**config.mk**
```make
export PLATFORM = sky130hd
export DESIGN_NAME = approx_avg_top
export DESIGN_NICKNAME = d
export VERILOG_FILES = /design/src/rtl/avg_pkg.sv /design/src/rtl/approx_avg_top.sv /design/src/rtl/average_stage.sv /design/src/rtl/pair_sum_stage.sv /design/src/rtl/window_stage.sv /design/src/rtl/gda_adder.sv
export VERILOG_INCLUDE_DIRS = /design/src /design/src/rtl
export SDC_FILE = /design/constraint.sdc
export NUM_CORES = 1
export LEC_CHECK = 0
export BUFFER_PORTS_ARGS = -buffer_cell sky130_fd_sc_hd__buf_2
export CAP_MARGIN = 25
export CORE_ASPECT_RATIO = 0.7
export CORE_MARGIN = 3
export CORE_UTILIZATION = 40
export DETAILED_ROUTE_END_ITERATION = 10
export PLACE_DENSITY = 0.65
export SLEW_MARGIN = 0
export SYNTH_ARGS = -nofsm -noshare
export SYNTH_HDL_FRONTEND = slang
export SYNTH_HIERARCHICAL = 1
export SYNTH_SLANG_ARGS = --single-unit
export TNS_END_PERCENT = 1
```
**constraint.sdc**
```tcl
create_clock -name clk -period 5.3 [get_ports clk]
set_input_delay 0.53 -clock clk [delete_from_list [all_inputs] [get_ports clk]]
set_output_delay 0.53 -clock clk [all_outputs]
set_load 0.1 [all_outputs]
```
**src/rtl/avg_cfg.svh**
```systemverilog
`ifndef AVG_CFG_SVH
`define AVG_CFG_SVH

// Lower bit positions whose generate terms may set a predicted carry
// Valid range is 1 to 7, a value of 7 gives the exact sum
`define GDA_WINDOW 4

// Samples the window must receive before it holds a full set of taps
`define AVG_TAPS 4

`endif
```
**src/rtl/avg_pkg.sv**
```systemverilog
package avg_pkg;

    // ********************
    // Data widths
    // ********************

    // One unsigned input or output sample
    typedef logic [7:0] sample_t;

    // Sum of two samples with its carry out
    typedef logic [8:0] pair_sum_t;

    // Sum of all four taps
    typedef logic [9:0] total_t;

    // ********************
    // Pipeline buses
    // ********************

    // Sample window, s0 newest and s3 oldest
    typedef struct packed {
        sample_t s0;
        sample_t s1;
        sample_t s2;
        sample_t s3;
    } window_t;

    // Pair sums, p_new is s0 plus s1 and p_old is s2 plus s3
    typedef struct packed {
        pair_sum_t p_new;
        pair_sum_t p_old;
    } pair_bus_t;

endpackage

```
**src/rtl/approx_avg_top.sv**
```systemverilog
`timescale 1ns/1ps

module approx_avg_top (
    input  logic             clk,
    input  logic             rst_n,
    input  logic             in_valid,
    input  avg_pkg::sample_t in_sample,
    output logic             out_valid,
    output avg_pkg::sample_t out_avg
);

    avg_pkg::window_t   win;
    logic               win_valid;
    avg_pkg::pair_bus_t pairs;
    logic               pairs_valid;

    // ********************
    // Pipeline stages
    // ********************
    // Sample window, updated on each strobe
    window_stage u_window (
        .clk       (clk),
        .rst_n     (rst_n),
        .in_valid  (in_valid),
        .in_sample (in_sample),
        .win       (win),
        .win_valid (win_valid)
    );

    // Approximate pair sums
    pair_sum_stage u_pair_sum (
        .clk         (clk),
        .rst_n       (rst_n),
        .win         (win),
        .win_valid   (win_valid),
        .pairs       (pairs),
        .pairs_valid (pairs_valid)
    );

    // Exact total and divide by four
    average_stage u_average (
        .clk         (clk),
        .rst_n       (rst_n),
        .pairs       (pairs),
        .pairs_valid (pairs_valid),
        .out_avg     (out_avg),
        .out_valid   (out_valid)
    );

endmodule

```
**src/rtl/average_stage.sv**
```systemverilog
`timescale 1ns/1ps

module average_stage (
    input  logic               clk,
    input  logic               rst_n,
    input  avg_pkg::pair_bus_t pairs,
    input  logic               pairs_valid,
    output avg_pkg::sample_t   out_avg,
    output logic               out_valid
);

    avg_pkg::total_t total;

    // ********************
    // Exact final sum
    // ********************
    // Both pair sums widen to the total width before adding
    assign total = avg_pkg::total_t'(pairs.p_new) + avg_pkg::total_t'(pairs.p_old);

    // Divide by four, truncating the two low bits
    always_ff @(posedge clk) begin
        if (pairs_valid) begin
            out_avg <= total[9:2];
        end
    end

    always_ff @(posedge clk or negedge rst_n) begin
        if (!rst_n) begin
            out_valid <= 1'b0;
        end else begin
            out_valid <= pairs_valid;
        end
    end

endmodule

```
**src/rtl/pair_sum_stage.sv**
```systemverilog
`timescale 1ns/1ps

module pair_sum_stage (
    input  logic               clk,
    input  logic               rst_n,
    input  avg_pkg::window_t   win,
    input  logic               win_valid,
    output avg_pkg::pair_bus_t pairs,
    output logic               pairs_valid
);

    avg_pkg::pair_sum_t sum_new;
    avg_pkg::pair_sum_t sum_old;

    // ********************
    // Approximate pair adders
    // ********************
    // Two newest taps
    gda_adder u_add_new (
        .in1 (win.s0),
        .in2 (win.s1),
        .res (sum_new)
    );

    // Two oldest taps
    gda_adder u_add_old (
        .in1 (win.s2),
        .in2 (win.s3),
        .res (sum_old)
    );

    // ********************
    // Stage register
    // ********************
    always_ff @(posedge clk) begin
        if (win_valid) begin
            pairs.p_new <= sum_new;
            pairs.p_old <= sum_old;
        end
    end

    always_ff @(posedge clk or negedge rst_n) begin
        if (!rst_n) begin
            pairs_valid <= 1'b0;
        end else begin
            pairs_valid <= win_valid;
        end
    end

endmodule

```
**src/rtl/window_stage.sv**
```systemverilog
`timescale 1ns/1ps
`include "avg_cfg.svh"

module window_stage (
    input  logic             clk,
    input  logic             rst_n,
    input  logic             in_valid,
    input  avg_pkg::sample_t in_sample,
    output avg_pkg::window_t win,
    output logic             win_valid
);

    localparam int CNT_W = $clog2(`AVG_TAPS + 1);
    localparam logic [CNT_W-1:0] TAPS = CNT_W'(`AVG_TAPS);

    logic [CNT_W-1:0] fill_cnt;
    logic [CNT_W-1:0] fill_next;
    logic             win_full;

    // ********************
    // Fill tracking
    // ********************
    // Saturates once the window holds a full set of taps
    always_comb begin
        fill_next = fill_cnt;
        if (in_valid && (fill_cnt != TAPS)) begin
            fill_next = fill_cnt + 1'b1;
        end
    end

    // Includes the sample being accepted this cycle
    assign win_full = (fill_next == TAPS);

    always_ff @(posedge clk or negedge rst_n) begin
        if (!rst_n) begin
            fill_cnt  <= '0;
            win_valid <= 1'b0;
        end else begin
            fill_cnt  <= fill_next;
            win_valid <= in_valid && win_full;
        end
    end

    // ********************
    // Sample window
    // ********************
    // Shift only on a strobe, idle cycles hold the taps
    always_ff @(posedge clk or negedge rst_n) begin
        if (!rst_n) begin
            win <= '0;
        end else if (in_valid) begin
            win.s0 <= in_sample;
            win.s1 <= win.s0;
            win.s2 <= win.s1;
            win.s3 <= win.s2;
        end
    end

endmodule

```
**src/rtl/gda_adder.sv**
```systemverilog
`timescale 1ns/1ps
`include "avg_cfg.svh"

module gda_adder (
    input  avg_pkg::sample_t   in1,
    input  avg_pkg::sample_t   in2,
    output avg_pkg::pair_sum_t res
);

    wire [7:0] gen;
    wire [7:0] prop;
    wire [7:1] carry;
    wire [8:0] sum_bits;
    wire       p7c7;

    genvar i;
    genvar k;
    genvar d;

    // ********************
    // Generate and propagate
    // ********************
    generate
        for (i = 0; i < 8; i = i + 1) begin : g_gp
            and u_gen (gen[i], in1[i], in2[i]);
            xor u_prop (prop[i], in1[i], in2[i]);
        end
    endgenerate

    // ********************
    // Windowed carry prediction
    // ********************
    // Carry into bit k only looks back over the last GDA_WINDOW positions.
    // Lower bits have fewer positions below them, so the depth shrinks there.
    generate
        for (k = 1; k < 8; k = k + 1) begin : g_carry
            localparam int DEPTH = (k < `GDA_WINDOW) ? k : `GDA_WINDOW;

            // Propagate product of bits k-d up to k-1
            wire [DEPTH-1:0] run;
            // Generate at bit k-1-d carried through to bit k
            wire [DEPTH-1:0] term;
            // OR of the terms seen so far
            wire [DEPTH-1:0] acc;

            // Nothing lies between bit k-1 and bit k
            assign run[0] = 1'b1;
            and u_term0 (term[0], gen[k-1], run[0]);
            assign acc[0] = term[0];

            for (d = 1; d < DEPTH; d = d + 1) begin : g_tap
                and u_run (run[d], run[d-1], prop[k-d]);
                and u_term (term[d], gen[k-1-d], run[d]);
                or  u_acc (acc[d], acc[d-1], term[d]);
            end

            assign carry[k] = acc[DEPTH-1];
        end
    endgenerate

    // ********************
    // Sum and carry out
    // ********************
    assign sum_bits[0] = prop[0];

    generate
        for (i = 1; i < 8; i = i + 1) begin : g_sum
            xor u_sum (sum_bits[i], prop[i], carry[i]);
        end
    endgenerate

    // Full carry out of the top bit from its own generate and predicted carry in
    and u_p7c7 (p7c7, prop[7], carry[7]);
    or  u_cout (sum_bits[8], gen[7], p7c7);

    assign res = sum_bits;

endmodule

```
**Word level (Yosys, flattened, before mapping)**

Index checks and enable logic that the tools add are counted.

- Logic and storage cells: 146
- Input port bits: 11
- Output and inout port bits: 9
- Register bits: 64

- Muxes and demuxes: 1
- Eq/ne operators: 2
- Reduce and logical (&&, ||, !) cells: 2
- Bitwise gates (word level): 128
- $add $sub $neg: 2

Operator list:

| cell | count |
|---|---|
| AND 1 bit | 66 |
| bitwise OR 1 bit | 32 |
| XOR 1 bit | 30 |
| adder 9 x 9 -> 10 bit | 1 |
| adder 3 x 1 -> 3 bit (second input constant) | 1 |
| equality test 3 bit (second input constant) | 1 |
| 2-to-1 mux 3 bit | 1 |
| != test 3 bit (second input constant) | 1 |
| logical AND 1 bit | 2 |

**Depth between registers and ports, before layout**

- Word-level depth: 7
- Gate-level depth with buffers: 6
- Gate-level depth less buffers: 6

**Cells and area by module**

The synthesis kept the hierarchy.

By module, submodules not included:

| module | instances | area each (µm²) | sequential area each (µm²) | cells each |
|---|---|---|---|---|
| window_stage | 1 | 1536.5 | 900.9 | 89 |
| gda_adder | 2 | 304.0 | 0.0 | 39 |
| pair_sum_stage | 1 | 565.5 | 565.5 | 19 |
| average_stage | 1 | 554.3 | 265.3 | 44 |

**Worst setup path after synthesis**

OpenSTA, ideal clock, no wires.

- Path type: reg2reg
- Start: register u_pair_sum/pairs[4] (netlist name)
- End: register u_average.out_avg[6], data pin
- Setup slack: 3.431 ns
- Period minus slack after synthesis: 1.869 ns
- Buffers on the path: 0
- Stages on the path, launching flop included: 6
- Setup time: 0.262 ns
- Required time: 5.038 ns
- Arrival: 1.607 ns
- Cells stage by stage: edfxtp_1 > ha_1 > and3_1 > a221o_1 > a221oi_2 > xnor2_1

- Cells in the longest elaborated chain, start to end: 1

RTL lines:

| element | line | text |
|---|---|---|
| adder 9 x 9 -> 10 bit | average_stage.sv:18 | `assign total = avg_pkg::total_t'(pairs.p_new) + avg_pkg::total_t'(pairs.p_old);` |
| named net u_average.total[8] | average_stage.sv:12 | `avg_pkg::total_t total;` |
| end signal, assigned | average_stage.sv:23 | `out_avg <= total[9:2];` |
| end, declared | average_stage.sv:8 | `output avg_pkg::sample_t out_avg,` |

The timed path passes the listed nets, and every way through them passes these cells.
A chain may end at the register's enable or synchronous reset.

**Worst setup path after layout**

- Start: register u_pair_sum/pairs[2] (netlist name)
- End: register u_average.out_avg[4], data pin

- Cells in the longest elaborated chain, start to end: 1

RTL lines:

| element | line |
|---|---|
| adder 9 x 9 -> 10 bit | average_stage.sv:18 |
| named net u_average.total[6] | average_stage.sv:12 |

The timed path passes the listed nets, and every way through them passes these cells.

==> metrics <==
relative slew slack 30.4%; area of the multi-input gates between 1000 and 1500 um^2; cts bufs inserted 9; Initial DRC Count 106; Avg Cell Area, Syn approximately 14 um^2; via count 1776; FF+latch area around 1700 um^2; Critical Path End Type flip-flop; Final nets a little under 300; CTS root buf clkbuf_16; total leakage power 1.67 nW; vias in the first global route around 1800; total gr overflow 0; yosys synthesis warning count 6; clock-pin slew on the worst setup and hold paths about 0.05 ns; Setup Crit Path Kind reg -> reg; Worst Setup Start Kind flip-flop; ordered list of cells on the worst path ha_1 -> nand4_1 -> a21boi_0 -> o31ai_1 -> a221oi_1; flop-to-flop setup slack ~3.3 ns; share of layout cells above drive strength 1 approximately 27%; H-tree depth 3; Async SR Flop Fraction between 50% and 60%; Worst path depth 5; Sum Neg Setup Slack 0 ns; largest net degree at the start of global routing 39; Slew Viols, Final 0; Tcrit/Tclk final about two fifths; CP Max Fanout 6; Max VDD drop 0.353 mV; HPWL after detailed placement approximately 3.5 mm; Power Dens Cells approximately 550 nW/um^2; clock sinks 64; GR Util All Layers approximately an eighth; Final Skew about 0.0076 ns; chip width between 100 and 150 um; Top Family by Delay on Critical Path compound AO/OA/AOI/OAI gates; io pins 20; status completed; Max-Cap Viols 0; die area a little over 9000 um^2; Fmax 494 MHz; most frequent cell after synthesis dfrtp_1; sequential area share after synthesis approximately 53%; TritonRoute pass-1 iters 4; Net Count, Synth 269; Routed WL per cell 13.6 um; IO Port Bufs 19; # rows 26; Setup Fix Bufs, Post-CTS 0; RSZ-0062 raised after global routing no; Avg Vias per Cell slightly below 5; die height ~80 um; top post-synthesis cells by count dfrtp_1, mux2_4, edfxtp_1, ha_1, inv_1; hold_ws roughly 0.32 ns; initial antenna violation count 0; hold buffers post-CTS 0; Least-Margin Pin Slew about 1.0 ns; antenna cells 0; Crit path buffers/inverters 0; Post-synth top flop dfrtp_1; slowest stage delay, CP approximately 0.6 ns; # DRC 0; cell count after synthesis 230; hold violation count in the final report 0; Yosys reg bits between 60 and 70; top-area cell type share of the netlist area 29.1%; fillcell total between 700 and 800; final WL a little under 5 mm; Worst R2R Path Depth 5; PostCTS Resize Cnt 0; Final GP Congestion 0.717; EDFF count, synth 26; Hold WC Path Type in -> async; Mapped Area ~3300 um^2; critical path data required time 5.44 ns; Initial Utilization between 40% and 50%; final setup violating endpoints 0; Yosys cell types 37; min Tclk post-route ~2 ns; CTS tree built; Area Overhead vs Synth 13.8%; post-route antenna net violation count 0; cell taking the most area after synthesis dfrtp_1; critical path arrival ~2.2 ns; first-pass GRT wire length 8.42 mm; Core ar. 7610 um^2; Max stage delay cell, worst path a21boi_0; Longest Clk Path Bufs 2; Area contributors post-synth dfrtp_1, edfxtp_1, mux2_4; Worst-Skew Late Latency roughly 0.33 ns
-- final timing paths --
path,from,end
worst max-delay path,u_pair_sum/pairs[2],u_average/out_avg[4]
worst min-delay path,rst_n,u_window/win[30]
worst max register to register,u_pair_sum/pairs[2],u_average/out_avg[4]
worst min register to register,u_window/win[3],u_window/win[3]
max in group asynchronous,rst_n,u_average/out_valid
min in group clk,in_sample[1],u_window/win[25]
-- per-layer routing --
layer / wire length [um] / part of all wire (%) / track usage (%)
met5: 0 / 0 / 0
met3: 256 / 5.2 / 4.49
met1: 2650 / 54 / 16.7
met2: 1890 / 38 / 16.6
met4: 107 / 2.2 / 6.41
-- cells in the final DEF (no fill, tap or decap), types with 9 or more instances in the layout --
cell type,count
ha_1,24
inv_1,23
buf_2,19
clkbuf_16,10
mux2_4,27
a21oi_1,9
edfxtp_1,26
dfrtp_1,38
xnor2_1,11
-- final cells by class --
| cell class | count | area share, % |
|---|---|---|
| clock buffer | 13 | 7.31 |
| clock inverter | 3 | 0.404 |
| inverter | 23 | 2.32 |
| multi-input combinational | 139 | 37.5 |
| sequential | 64 | 46.6 |
| tap | 98 | 3.30 |
| timing repair buffer | 19 | 2.56 |
-- flip-flops by register name, summed over array words and instances, names as in the netlist --
name,cells
u_pair_sum/pairs_valid,1
u_window/win,32
u_average/out_valid,1
u_average/out_avg,8
u_window/win_valid,1
u_pair_sum/pairs,18
u_window/fill_cnt,3
-- per-stage QoR --
| step | setup slack [ns] | power [mW] | area [um^2] | utilization (%) | instances |
|---|---|---|---|---|---|
| 2_1_floorplan | 3.43 | 1.35 | 3260 | - | 230 |
| 3_3_place_gp | 3.31 | 1.46 | 3430 | 45.0 | 343 |
| 3_5_place_dp | 3.26 | 1.48 | 3430 | 45.0 | 343 |
| 4_1_cts | 3.26 | 2.05 | 3710 | 48.8 | 359 |
| 6_report | 3.28 | 2.03 | 3710 | 48.8 | 359 |
| 5_1_grt | 3.09 | 2.16 | 3710 | 48.8 | 359 |
-- where the power goes --
| part | switching [mW] | total, mW | internal, mW |
|---|---|---|---|
| Clock | 0.199 | 0.553 | 0.355 |
| Combinational | 0.413 | 0.688 | 0.276 |
| Sequential | 0.0927 | 0.786 | 0.693 |
-- cells by family after synthesis --
logic type | Yosys count | share of synthesized area [%]
fa+ha+maj | 28 | 11.7
compound gates | 44 | 9.81
xor+xnor | 14 | 3.76
mux | 32 | 14.1
simple gates | 21 | 3.30
buf+inv | 27 | 4.29
flops | 64 | 53.0
Note: power is estimated with default switching activity, not from simulation.
